**src/common/tinker_pkg.sv**
```systemverilog
// Shared core definitions; unlisted opcodes (FP, divide) decode as illegal and execute as no-ops
`default_nettype none

package tinker_pkg;

    // ----------------------------------------
    // Widths
    // ----------------------------------------
    typedef logic [63:0] word_t;
    typedef logic [31:0] addr_t;    // Byte address
    typedef logic [31:0] instr_t;
    typedef logic [4:0]  reg_idx_t;
    typedef logic [11:0] literal_t;

    localparam addr_t    reset_pc          = 32'h0000_2000;
    localparam reg_idx_t stack_reg         = 5'd31;
    localparam word_t    stack_reset_value = 64'h0000_0000_0008_0000;
    localparam addr_t    instr_bytes       = 32'd4;   // PC step
    localparam addr_t    word_bytes        = 32'd8;   // One stack slot

    // ----------------------------------------
    // Opcodes
    // ----------------------------------------
    typedef enum logic [4:0] {
        op_and     = 5'h00,
        op_or      = 5'h01,
        op_xor     = 5'h02,
        op_not     = 5'h03,
        op_shftr   = 5'h04,
        op_shftri  = 5'h05,
        op_shftl   = 5'h06,
        op_shftli  = 5'h07,
        op_br      = 5'h08,
        op_brr_reg = 5'h09,
        op_brr_lit = 5'h0a,
        op_brnz    = 5'h0b,
        op_call    = 5'h0c,
        op_return  = 5'h0d,
        op_brgt    = 5'h0e,
        op_halt    = 5'h0f,
        op_load    = 5'h10,
        op_mov_reg = 5'h11,
        op_mov_lit = 5'h12,
        op_store   = 5'h13,
        op_add     = 5'h18,
        op_addi    = 5'h19,
        op_sub     = 5'h1a,
        op_subi    = 5'h1b,
        op_mul     = 5'h1c
    } opcode_t;

    // Sequencer states, one per stage
    typedef enum logic [2:0] {
        st_fetch,
        st_decode,
        st_execute,
        st_memory,
        st_writeback,
        st_halted
    } stage_t;

    // ----------------------------------------
    // Structs
    // ----------------------------------------
    typedef struct packed {
        opcode_t  opcode;
        reg_idx_t rd;
        reg_idx_t rs;
        reg_idx_t rt;         // Holds stack_reg for call and return
        literal_t literal;
        logic     writes_reg; // Result goes to rd in writeback
        logic     is_legal;
    } decoded_t;

    typedef struct packed {
        logic  we;            // Eight-byte big-endian write on the clock edge
        addr_t addr;
        word_t wdata;
    } mem_req_t;

endpackage

`default_nettype wire

```
**src/hdl/memory_stage.sv**
```systemverilog
// Data access, next-PC select and writeback data; memory must return load_data in the same cycle
`timescale 1ns/10ps
`default_nettype none

module memory_stage (
    input  wire                   clk,
    input  wire                   reset,
    input  tinker_pkg::stage_t    stage,
    input  tinker_pkg::decoded_t  decoded,
    input  tinker_pkg::addr_t     pc,
    input  tinker_pkg::word_t     alu_result,
    input  tinker_pkg::addr_t     mem_addr,
    input  logic                  branch_taken,
    input  tinker_pkg::addr_t     branch_target,
    input  tinker_pkg::word_t     rs_val,
    input  tinker_pkg::word_t     load_data,
    output tinker_pkg::mem_req_t  data_req,
    output tinker_pkg::addr_t     next_pc,
    output tinker_pkg::word_t     wb_data,
    output logic                  wb_en
);

    tinker_pkg::addr_t seq_pc;
    logic              in_memory;

    assign seq_pc    = pc + tinker_pkg::instr_bytes;   // Fall-through and call return address
    assign in_memory = (stage == tinker_pkg::st_memory);

    // ----------------------------------------
    // Data request
    // ----------------------------------------
    always_comb begin
        data_req.addr = mem_addr;
        if (decoded.opcode == tinker_pkg::op_call) begin
            data_req.wdata = {32'b0, seq_pc};
        end else begin
            data_req.wdata = rs_val;
        end
        data_req.we = in_memory && ((decoded.opcode == tinker_pkg::op_store) ||
                                    (decoded.opcode == tinker_pkg::op_call));
    end

    // Next PC, taken into the PC at the end of writeback
    always_ff @(posedge clk or posedge reset) begin
        if (reset) begin
            next_pc <= tinker_pkg::reset_pc;
        end else if (in_memory) begin
            if (decoded.opcode == tinker_pkg::op_return) begin
                next_pc <= load_data[31:0];  // Saved return address
            end else if (branch_taken) begin
                next_pc <= branch_target;
            end else begin
                next_pc <= seq_pc;
            end
        end
    end

    always_ff @(posedge clk) begin
        if (in_memory) begin
            wb_data <= (decoded.opcode == tinker_pkg::op_load) ? load_data : alu_result;
        end
    end

    assign wb_en = (stage == tinker_pkg::st_writeback) && decoded.writes_reg && decoded.is_legal;

endmodule

`default_nettype wire

```
**config.mk**
```make
export PLATFORM = sky130hd
export DESIGN_NAME = memory_stage
export DESIGN_NICKNAME = d
export VERILOG_FILES = /design/src/common/tinker_pkg.sv /design/src/hdl/memory_stage.sv
export SDC_FILE = /design/constraint.sdc
export NUM_CORES = 1
export LEC_CHECK = 0
export BUFFER_PORTS_ARGS = -buffer_cell sky130_fd_sc_hd__buf_4
export CAP_MARGIN = 20
export CELL_PAD_IN_SITES_DETAIL_PLACEMENT = 0
export CELL_PAD_IN_SITES_GLOBAL_PLACEMENT = 1
export CORE_AREA = 8 8 195 197
export DETAILED_ROUTE_END_ITERATION = 12
export DIE_AREA = 0 0 203 205
export PLACE_DENSITY_LB_ADDON = 0.25
export SLEW_MARGIN = 10
export SYNTH_ARGS = -nofsm -noshare
export SYNTH_HDL_FRONTEND = slang
export SYNTH_SLANG_ARGS = --single-unit
```
**constraint.sdc**
```tcl
create_clock -name clk -period 1.8 [get_ports clk]
set_input_delay 0.18 -clock clk [delete_from_list [all_inputs] [get_ports clk]]
set_output_delay 0.18 -clock clk [all_outputs]
set_load 0.02 [all_outputs]
```
-- Word level (Yosys, flattened, before mapping)
Index checks and enable logic that the tools add are counted.
- flip-flop bits (word level): 96
- word-level logic and storage cells: 17
- add/subtract/negate cells: 1
- equal/unequal tests: 6
- mux-type cells: 4
- reduce and logical (&&, ||, !) cells: 4
- operators by type and width (cell ; count):
    $mux 64 ; 2
    $mux 32 ; 2
    $add 32x3->32 const B ; 1
    $eq 5x4->1 const B ; 2
    $eq 5x5->1 const B ; 2
    $eq 3x2->1 const B ; 1
    $eq 3x3->1 const B ; 1
    $logic_and 1x1->1 ; 3
    $logic_or 1x1->1 ; 1

-- Depth between registers and ports, before layout
Gate-level depths: netlist of run 1.
- word-level depth: 3
- depth in mapped cells: 8

-- Least setup slack after synthesis of run 1
OpenSTA, ideal clock, no wires.
- path type: input -> output
- start point: in pc[2]
- end point: out data_req[22] (netlist bit)
- data arrival time: 1.738 ns
- required time: 1.620 ns
- setup slack: -0.118 ns
- stages: 6
- cells stage by stage: ha_1 > nand3_1 > nor4_4 > nand3_1 > xor2_1 > o21ai_0
- RTL lines (what ; RTL line ; RTL):
    from (decl) ; memory_stage.sv:10 ; input tinker_pkg::addr_t pc,
    to (decl) ; memory_stage.sv:17 ; output tinker_pkg::mem_req_t data_req,

==> flow_summary_export.csv, run 1 <==
group,metric,value,unit
sta,max_clock_freq,579.4,MHz
setup_path,slowest_stage,"and4_4",
sta,worst_pin_slew,0.5509,ns
synth,synth-seq-cells,96,
cells_and_area,drive_gt1_share,61.09,%
global_route,grt_antenna_before_repair,0,
detailed_routing,wire_per_inst,20.94,um
cts,cts_max_level,3,
synth,synth-async-reset-ratio,33.33,%
cells_and_area,final_util,29.96,%
setup_path,worstPathArrival,1.55,ns
synth,netlist_area,5902,um2
place,hpwl,26.54,mm
synth,yosysSeqAreaShare,46.15,%
setup_path,crit_end,"data_req[31]",
global_route,busiest_layer,"met2",
place,gp_congestion,0.7528,
setup_path,reg2regPathDepth,3,
synth,synth_cell_types,46,
detailed_routing,dr.first_iter.drc_count,251,
setup_path,critPathKind,"input pin to primary output",
synth,syn_nets,900,
floorplan,core_area,34960,um2
place,io_buffers,430,
flow_run,max-cap-violations,0,
setup_path,r2r_setup_slack,0.88,ns
outcome,status,"completed",
cts,cts_root_buffer,"clkbuf_16",
synth,synth-warning-count,0,
synth,ys.flop_type,"edfxtp_1",
global_route,met1_usage,16.67,%
floorplan,num_rows,69,
power,peakVddDrop,0.4230,mV
floorplan,die-area,41620,um2
power,powerDensity,655.7,nW/um2
sta,finalCriticalPeriod,1.726,ns
setup_path,path_cells,"buf_4 -> and4_1 -> buf_4 -> and4_4 -> nand4_1 -> xor2_2 -> o21ai_0 -> buf_4",
global_route,gr-usage-met2,24.50,%
synth,synth_area_per_cell,10.34,um2
detailed_routing,first_pass_iters,4,
cts,cts_made_buffers,9,
detailed_routing,drc,0,
synth,synth_edf_count,64,
setup_path,critPathLaunchType,"input pin",
setup_path,crit_top_cell,"buf_4",
setup_path,cp.depth,8,
detailed_routing,postRouteAntennaNets,0,
sta,setup_viol,0,
setup_path,rr_endpoint,"next_pc[23]",
detailed_routing,drt_wl_total,31.18,mm
global_route,grt_pass1_wl,43.79,mm
setup_path,cp-end-kind,"primary output",
sta,skew,0,ns
sta,relSlewSlack,62.88,%
cells_and_area,synthToLayoutAreaGrowth,77.48,%
setup_path,critPathBufInv,3,
setup_path,crit_start,"pc[2]",
floorplan,dieHeight,205,um
global_route,grt_overflow,0,
cts,clkLatencyLatePin,0.36,ns
setup_path,r2r_start,"next_pc[23]",
cts,ctsLongestPathBuffers,2,
setup_path,slowest_delay,0.25,ns
floorplan,ioPinCount,522,
sta,final-max-slew-violation-count,0,
cells_and_area,n_antenna_cell,0,
sta,fin_hold_ws,0.1038,ns
global_route,grt_max_degree,54,
global_route,gr-usage-met3,4.349,%
setup_path,path_delay_family,"simple AND/OR/NAND/NOR gates",
sta,worst_slack,0.07399,ns
cells_and_area,fin_nets,1352,
cts,cts_tree,"done",
floorplan,die_width,203,um
detailed_routing,avgViaCountPerCell,4.105,
place,post-place-ws,-0.1544,ns
synth,postSynthCellCount,571,
detailed_routing,vias,6113,
min_path,worstHoldPathType,"input pin to flip-flop",
power,p_leak,4.738,nW
sta,post-route-period-util,95.89,%
global_route,first_global_vias,6477,
cells_and_area,fin_area,10480,um2
place,place_area,9963,um2
floorplan,start_util,16.88,%
cts,clkTransAtPathRegs,0.07,ns
cts,cts.sinks,96,
setup_path,cp.required,1.62,ns
cells_and_area,fill_cells,3687,
sta,rsz0062_at_grt,"yes",
setup_path,critPathMaxFanout,4,
global_route,grt_use_total,14.13,%
sta,hold_viol,0,
cells in the final DEF, fill, tap and decap left out, types with 4 or more instances in the layout:
master	count
nor2_1	23
and3_1	21
and2_1	33
o221ai_1	12
edfxtp_1	64
clkbuf_16	9
buf_4	500
dfrtp_1	31
xor2_1	9
xor2_2	6
or3_1	6
xnor2_1	8
a211oi_1	8
nand3_1	13
nand3_2	5
a21oi_1	23
mux2_2	67
o21ai_0	32
o21ai_1	13
buf_12	6
and4_1	4
mux2i_1	4
nand2_1	62
nand4_1	8
xnor2_2	5
through the flow:
step           setup TNS [ns]  cells  total power [mW]
5_1_grt               -0.1365   1489             7.209
3_3_place_gp          -0.8394   1469             4.839
4_1_cts                     0   1488             6.995
2_1_floorplan               0    571             3.642
6_report                    0   1489             6.868
3_5_place_dp           -1.102   1469             4.852
what timing repair did:
item                                    4_1_cts  5_1_grt
hold buffers                                  1        0
buffers inserted                              2        1
hold endpoints to repair                     31        0
endpoints found under the setup margin       10       18
pin swaps                                     6        4
resized for setup                            16       22
cells by family (layout without fill, tap and decap cells):
kind of cell	Yosys count	in the layout	synth area share, %
xor+xnor	28	28	4.155
simple gates	198	198	17.98
mux	71	71	13.46
compound gates	104	104	10.96
flops	96	96	46.15
fa+ha+maj	1	1	0.2120
buf+inv	73	530	7.081
worst min path at each step:
stage | from | endpoint | slack (ns) | cells past startpoint
detailed placement | reset | next_pc[1] | 0.32 | 3
finish | branch_target[8] | next_pc[8] | 0.10 | 3
floorplan | reset | next_pc[0] | 0.30 | 1
CTS | branch_target[8] | next_pc[8] | 0.09 | 3
global route | alu_result[48] | wb_data[48] | 0.1 | 2
global placement | reset | next_pc[1] | 0.32 | 3
metal layers:
layer	part of all wire, %	wire length, um
met1	42	12960
met2	49	15200
met3	8.0	2496
met4	1.7	524
met5	0	0
worst min-delay path: stages:
cell,delay [ns]
buf_4,0.11
nor2_1,0.07
o31ai_1,0.06
cells in the mapped netlist, types with 2 or more instances:
cell / instances / area (um2)
a221oi_1: 3 / 26.28
and2_1: 33 / 206.5
and4_1: 5 / 43.79
o21a_1: 2 / 15.01
mux2i_1: 4 / 40.04
a221oi_2: 2 / 30.03
nor2_1: 25 / 93.84
a21oi_1: 23 / 115.1
nand4_4: 2 / 42.54
mux2_2: 67 / 754.5
dfrtp_1: 31 / 775.7
buf_4: 34 / 255.2
nand4_1: 8 / 50.05
or3_1: 6 / 37.54
nor3_1: 5 / 25.02
a211oi_1: 8 / 60.06
nor4_1: 3 / 18.77
nand3_1: 18 / 90.09
clkbuf_1: 20 / 75.07
o21ai_1: 2 / 10.01
and3b_1: 2 / 17.52
xor2_1: 15 / 131.4
xnor2_1: 13 / 113.9
and3_1: 21 / 131.4
o221ai_1: 12 / 105.1
o21ai_0: 43 / 215.2
inv_1: 5 / 18.77
o211ai_1: 2 / 15.01
buf_2: 13 / 65.06
nand2_1: 64 / 240.2
edfxtp_1: 64 / 1922
o22ai_1: 2 / 12.51
flip-flops by register name, indices dropped and copies added (netlist names):
| signal | flops |
|---|---|
| next_pc | 32 |
| wb_data | 64 |
cell type report:
class / count / area [um2] / area share, %
repair buffers: 509 / 3906 / 37.29
multi-input cells: 402 / 2935 / 28.02
flip-flops and latches: 96 / 2724 / 26.00
well taps: 461 / 576.8 / 5.506
clock buffers: 10 / 239.0 / 2.281
clock inverters: 6 / 73.82 / 0.7047
inverters: 5 / 20.02 / 0.1911
where the power goes:
part / internal (mW) / total [mW] / switching [mW]
registers: 2.57 / 2.67 / 0.0945
logic: 1.06 / 2.12 / 1.05
clock network: 1.14 / 2.09 / 0.948
total: 4.77 / 6.87 / 2.10
No activity file was read; power rests on OpenSTA's default activity.
==> run 2, diff against run 1 <==
--- a/config.mk
+++ b/config.mk
@@ -13,6 +13,7 @@
 export DETAILED_ROUTE_END_ITERATION = 12
 export DIE_AREA = 0 0 203 205
 export PLACE_DENSITY_LB_ADDON = 0.25
+export RECOVER_POWER = 100
 export SLEW_MARGIN = 10
 export SYNTH_ARGS = -nofsm -noshare
 export SYNTH_HDL_FRONTEND = slang
==> run 2 against run 1 <==
  * Worst setup slack hardly changed
  * Cell area is 0.19% lower
  * Power hardly changed
  * Clock skew stayed put
  * Combinational power hardly changed
  * Worst hold slack hardly changed
  * Critical path type unchanged
  * Critical endpoint unchanged
  * Largest power group unchanged
==> flow_summary_export.csv, run 2 (synthesized netlist as in run 1, its figures left out) <==
group,metric,value,unit
setup_path,path_cells,"buf_4 -> and4_1 -> buf_4 -> and4_4 -> nand4_1 -> xor2_2 -> o21ai_0 -> buf_4",
cells_and_area,fin_area,10460,um2
global_route,grt_overflow,0,
floorplan,start_util,16.88,%
cts,ctsLongestPathBuffers,2,
power,internal-power,4.768,mW
power,powerDensity,656.8,nW/um2
cells_and_area,final_cell_mix,"495 x buf_4, 67 x mux2_2, 64 x edfxtp_1",
cells_and_area,fin_nets,1352,
setup_path,slowest_delay,0.25,ns
floorplan,die_width,203,um
place,place_area,9963,um2
detailed_routing,vias,6111,
global_route,first_global_vias,6477,
detailed_routing,drc,0,
detailed_routing,wire_per_inst,20.94,um
sta,worst_pin_slew,0.9867,ns
min_path,worstHoldPathType,"input pin to flip-flop",
cells_and_area,synthToLayoutAreaGrowth,77.15,%
power,power,6.867,mW
outcome,status,"completed",
cts,clkTransAtPathRegs,0.07,ns
cells_and_area,reg_top3,"wb_data x64, next_pc x32",
sta,rsz0062_at_grt,"yes",
global_route,grt_pass1_wl,43.79,mm
setup_path,worstPathArrival,1.55,ns
global_route,grt_max_degree,54,
power,power_switching,2.099,mW
place,io_buffers,430,
setup_path,crit_top_cell,"buf_4",
sta,worst_slack,0.07395,ns
setup_path,critPathMaxFanout,4,
power,swShare,30.56,%
place,hpwl,26.54,mm
global_route,grt_antenna_before_repair,0,
cts,clkLatencyLatePin,0.36,ns
floorplan,dieHeight,205,um
min_path,hp-start,"branch_target[8]",
power,peakVddDrop,0.4232,mV
sta,post-route-period-util,95.89,%
setup_path,cp-end-kind,"primary output",
cts,cts.sinks,96,
cts,cts_made_buffers,9,
global_route,grt_use_total,14.13,%
floorplan,core_area,34960,um2
setup_path,crit_start,"pc[2]",
power,p_clk_share,30.4,%
floorplan,num_rows,69,
setup_path,slowest_stage,"and4_4",
cts,cts_max_level,3,
sta,skew,0,ns
sta,max_clock_freq,579.4,MHz
setup_path,critPathKind,"input pin to primary output",
detailed_routing,drt_wl_total,31.18,mm
cells_and_area,drive_gt1_share,60.70,%
cells_and_area,mostFrequentLayoutCell,"buf_4",
setup_path,cp.required,1.62,ns
detailed_routing,first_pass_iters,4,
place,post-place-ws,-0.1544,ns
place,gp_congestion,0.7528,
power,p_leak,4.718,nW
detailed_routing,avgViaCountPerCell,4.104,
sta,relSlewSlack,34.22,%
flow_run,max-cap-violations,0,
setup_path,critPathBufInv,3,
power,seq_power_share,38.8,%
detailed_routing,postRouteAntennaNets,0,
floorplan,ioPinCount,522,
sta,finalCriticalPeriod,1.726,ns
detailed_routing,dr.first_iter.drc_count,268,
power,power.combinational.fraction,30.7,%
setup_path,r2r_start,"next_pc[23]",
setup_path,critPathLaunchType,"input pin",
cts,cts_root_buffer,"clkbuf_16",
sta,final-max-slew-violation-count,0,
sta,setup_viol,0,
cts,cts_tree,"done",
cells_and_area,largest_reg_flops,64,
cells_and_area,n_antenna_cell,0,
setup_path,path_delay_family,"simple AND/OR/NAND/NOR gates",
cells_and_area,largest-register,"wb_data",
sta,hold_viol,0,
floorplan,die-area,41620,um2
[run 2: changes by cell type in the layout (fill, tap and decap cells not counted), sizes merged]
cell    delta
buf        -5
clkbuf     +5
[run 2: repair_timing]
item	4_1_cts	5_1_grt
hold buffers	1	0
pin swaps	6	4
endpoints found under the setup margin	10	18
resized for setup	16	22
endpoints found under the hold margin	31	0
setup buffers	2	1
[run 2: worst paths after layout]
| path | to | slack (ns) | depth (start not counted) |
|---|---|---|---|
| max | data_req[31] | 0.07 | 8 |
| min | next_pc[8] | 0.10 | 3 |
| max reg2reg | next_pc[23] | 0.88 | 3 |
| min reg2reg | next_pc[2] | 0.49 | 2 |
| max in group asynchronous | next_pc[18] | 0.49 | 4 |
| min in group asynchronous | next_pc[1] | 0.66 | 4 |
[run 2: final cells by class]
type                    count  area, um2
fillers                  3693      24510
repair buffers            509       3896
multi-input cells         402       2925
flip-flops and latches     96       2724
well taps                 461      576.8
clock buffers              10      239.0
clock inverters             6      73.82
inverters                   5      20.02
[run 2: stage by stage]
stage / instances / hold WS [ns] / TNS [ns] / util, %
final: 1489 / 0.1037 / 0 / 29.90
after global routing: 1489 / 0.09702 / -0.1376 / 29.90
after CTS: 1488 / 0.08526 / 0 / 29.68
after detailed placement: 1469 / 0.3226 / -1.102 / 28.50
after global placement: 1469 / 0.3225 / -0.8394 / 28.50
after floorplan: 571 / 0.2955 / 0 / -
[run 2: worst min-delay path, stage by stage]
cell	delay (ns)
buf_4	0.11
nor2_1	0.07
o31ai_1	0.06
[run 2: power by group through the flow]
stage          combinational, mW  sequential, mW  clock (mW)
3_3_place_gp                2.13            2.71           0
2_1_floorplan              0.681            2.96           0
4_1_cts                     2.15            2.67        2.17
3_5_place_dp                2.13            2.72           0
6_report                    2.11            2.67        2.09
5_1_grt                     2.27            2.69        2.24
[run 2: metal layers]
metal	vias up	global-route usage, %	routed length, um	share of wire (%)
li1	2953	-	-	-
met1	2847	16.67	13000	42
met2	282	24.50	15180	49
met3	29	4.349	2477	7.9
met4	0	3.911	524	1.7
met5	-	0	0	0
==> run 3, diff against run 2 <==
--- a/config.mk
+++ b/config.mk
@@ -12,8 +12,9 @@
 export CORE_AREA = 8 8 195 197
 export DETAILED_ROUTE_END_ITERATION = 12
 export DIE_AREA = 0 0 203 205
+export HOLD_SLACK_MARGIN = 0.06
 export PLACE_DENSITY_LB_ADDON = 0.25
-export RECOVER_POWER = 100
+export REMOVE_ABC_BUFFERS = 1
 export SLEW_MARGIN = 10
 export SYNTH_ARGS = -nofsm -noshare
 export SYNTH_HDL_FRONTEND = slang
==> run 3 against run 2 <==
  * Die area unchanged
  * Sequential share of layout area down 0.34 points
  * Final cell count about the same
  * Non-clock buffer count up 2
  * Wire length up 1.1%
  * First-iteration DRC count down 31%
  * Critical path depth up 1
  * Sequential power about the same
  * Core utilization up 0.39 points
  * Combinational power about the same
  * Cell area up 1.3%
  * Global-route usage up 0.30 points
  * Largest cell class unchanged
  * Highest routed layer is now met5
==> flow_summary_export.csv, run 3 (synthesized netlist as in run 1, its figures left out) <==
group,metric,value,unit
outcome,status,"completed",
sta,worst_pin_slew,0.6108,ns
detailed_routing,postRouteAntennaNets,0,
floorplan,start_util,16.88,%
power,powerDensity,642.1,nW/um2
detailed_routing,dr.first_iter.drc_count,186,
cells_and_area,multi_input_area,2990,um2
detailed_routing,drc,0,
cts,cts_made_buffers,9,
power,power,6.801,mW
detailed_routing,wire_per_inst,21.15,um
floorplan,die_width,203,um
cts,clkTransAtPathRegs,0.08,ns
cells_and_area,fill_cells,3731,
sta,setup_tns,0,ns
setup_path,cp-end-kind,"primary output",
sta,final-max-slew-violation-count,0,
cts,cts_tree,"done",
cells_and_area,n_antenna_cell,0,
setup_path,worstPathArrival,1.57,ns
setup_path,crit_top_cell,"buf_4",
flow_run,max-cap-violations,0,
sta,hold_viol,0,
place,gp_congestion,0.7604,
sta,skew,0,ns
setup_path,cp.required,1.62,ns
detailed_routing,avgViaCountPerCell,4.087,
global_route,grt_overflow,0,
sta,rsz0062_at_grt,"yes",
cts,cts.sinks,96,
place,io_buffers,430,
cts,cts_max_level,3,
global_route,first_global_vias,6688,
cells_and_area,final_util,30.29,%
cells_and_area,mostFrequentLayoutCell,"buf_4",
cts,clkLatencyLatePin,0.35,ns
cells_and_area,synthToLayoutAreaGrowth,79.46,%
global_route,grt_pass1_wl,44.46,mm
sta,relSlewSlack,59.28,%
sta,setup_viol,0,
cells_and_area,fin_nets,1354,
cells_and_area,largest-register,"wb_data",
detailed_routing,vias,6089,
power,p_leak,4.787,nW
sta,max_clock_freq,571.1,MHz
floorplan,num_rows,69,
floorplan,dieHeight,205,um
place,hpwl,26.60,mm
floorplan,ioPinCount,522,
cells_and_area,drive_gt1_share,61.61,%
setup_path,path_cells,"buf_4 -> ha_4 -> nand3_4 -> buf_6 -> nor4_2 -> buf_4 -> xnor2_1 -> o21ai_0 -> buf_4",
setup_path,critPathKind,"input pin to primary output",
setup_path,slowest_delay,0.27,ns
floorplan,core_area,34960,um2
setup_path,critPathLaunchType,"input pin",
cells_and_area,regArea,2724,um2
cells_and_area,final_cell_mix,"494 x buf_4, 67 x mux2_2, 64 x edfxtp_1",
sta,post-route-period-util,97.28,%
cts,ctsLongestPathBuffers,2,
power,peakVddDrop,0.4088,mV
sta,finalCriticalPeriod,1.751,ns
cells_and_area,largest_reg_flops,64,
cells_and_area,reg_top3,"wb_data x64, next_pc x32",
global_route,grt_antenna_before_repair,1,
setup_path,slowest_stage,"nor4_2",
floorplan,die-area,41620,um2
detailed_routing,drt_wl_total,31.52,mm
setup_path,critPathMaxFanout,5,
global_route,grt_max_degree,54,
global_route,grt_use_total,14.42,%
min_path,worstHoldPathType,"input pin to flip-flop",
cts,cts_root_buffer,"clkbuf_16",
detailed_routing,first_pass_iters,4,
run 3: cell types whose count changed in the layout (fill, tap and decap cells not counted), moves of 3 or more:
cell / delta
buf_12: +4
buf_6: +4
nand3_2: -3
nand3_4: +4
xor2_1: -3
xor2_2: +3
run 3: path summary, 6_finish.rpt:
kind                                from           end  slack, ns  cells after the start
max                                pc[2]  data_req[14]       0.05                      9
min                        load_data[31]   next_pc[31]       0.11                      3
max reg2reg                  next_pc[23]   next_pc[23]       0.89                      3
min reg2reg                   next_pc[3]    next_pc[3]       0.49                      2
max in group asynchronous          reset   next_pc[27]       0.93                      4
min in group asynchronous          reset   next_pc[10]       0.39                      3
run 3: worst max-delay path: cells and delay by family:
| family | cells | cell delay, ns |
|---|---|---|
| buf+inv | 4 | 0.59 |
| simple gates | 2 | 0.34 |
| xor+xnor | 1 | 0.17 |
| fa+ha+maj | 1 | 0.15 |
| compound gates | 1 | 0.14 |
run 3: cell type report:
cell class / count / area share [%]
Timing Repair Buffer: 511 / 37.64
Clock buffer: 9 / 2.126
Clock inverter: 6 / 0.6379
Sequential cell: 96 / 25.72
Tap cell: 461 / 5.446
Inverter: 5 / 0.2008
Multi-Input combinational cell: 402 / 28.23
run 3: power by group:
part | switching, mW | internal [mW] | total (mW)
logic | 1.02 | 1.07 | 2.08
clock network | 0.966 | 1.08 | 2.05
registers | 0.0947 | 2.57 | 2.67
run 3: metrics by stage:
step                      cells  worst slack, ns  hold slack (ns)  cell area (um2)
final                      1490          0.04904           0.1059            10590
after global routing       1490         -0.08527          0.09607            10590
after CTS                  1487          0.01174          0.08678            10450
after detailed placement   1471          -0.2332           0.2399            10030
after global placement     1471          -0.2260           0.2423            10030
after floorplan             503           -1.705           0.2955             5503
run 3: repair_timing:
action,4_1_cts,5_1_grt
gates resized for setup,27,25
hold endpoints to repair,14,0
buffers inserted,0,3
pin swaps,5,14
hold buffers,1,0
setup endpoints to repair,18,16
run 3: metal layers:
layer | wire length [um] | vias up | track usage (%)
met5 | 67 | - | 0.9512
met4 | 189 | 4 | 2.176
met3 | 3651 | 17 | 7.748
met2 | 15130 | 314 | 24.54
met1 | 12480 | 2808 | 15.99
li1 | - | 2946 | -
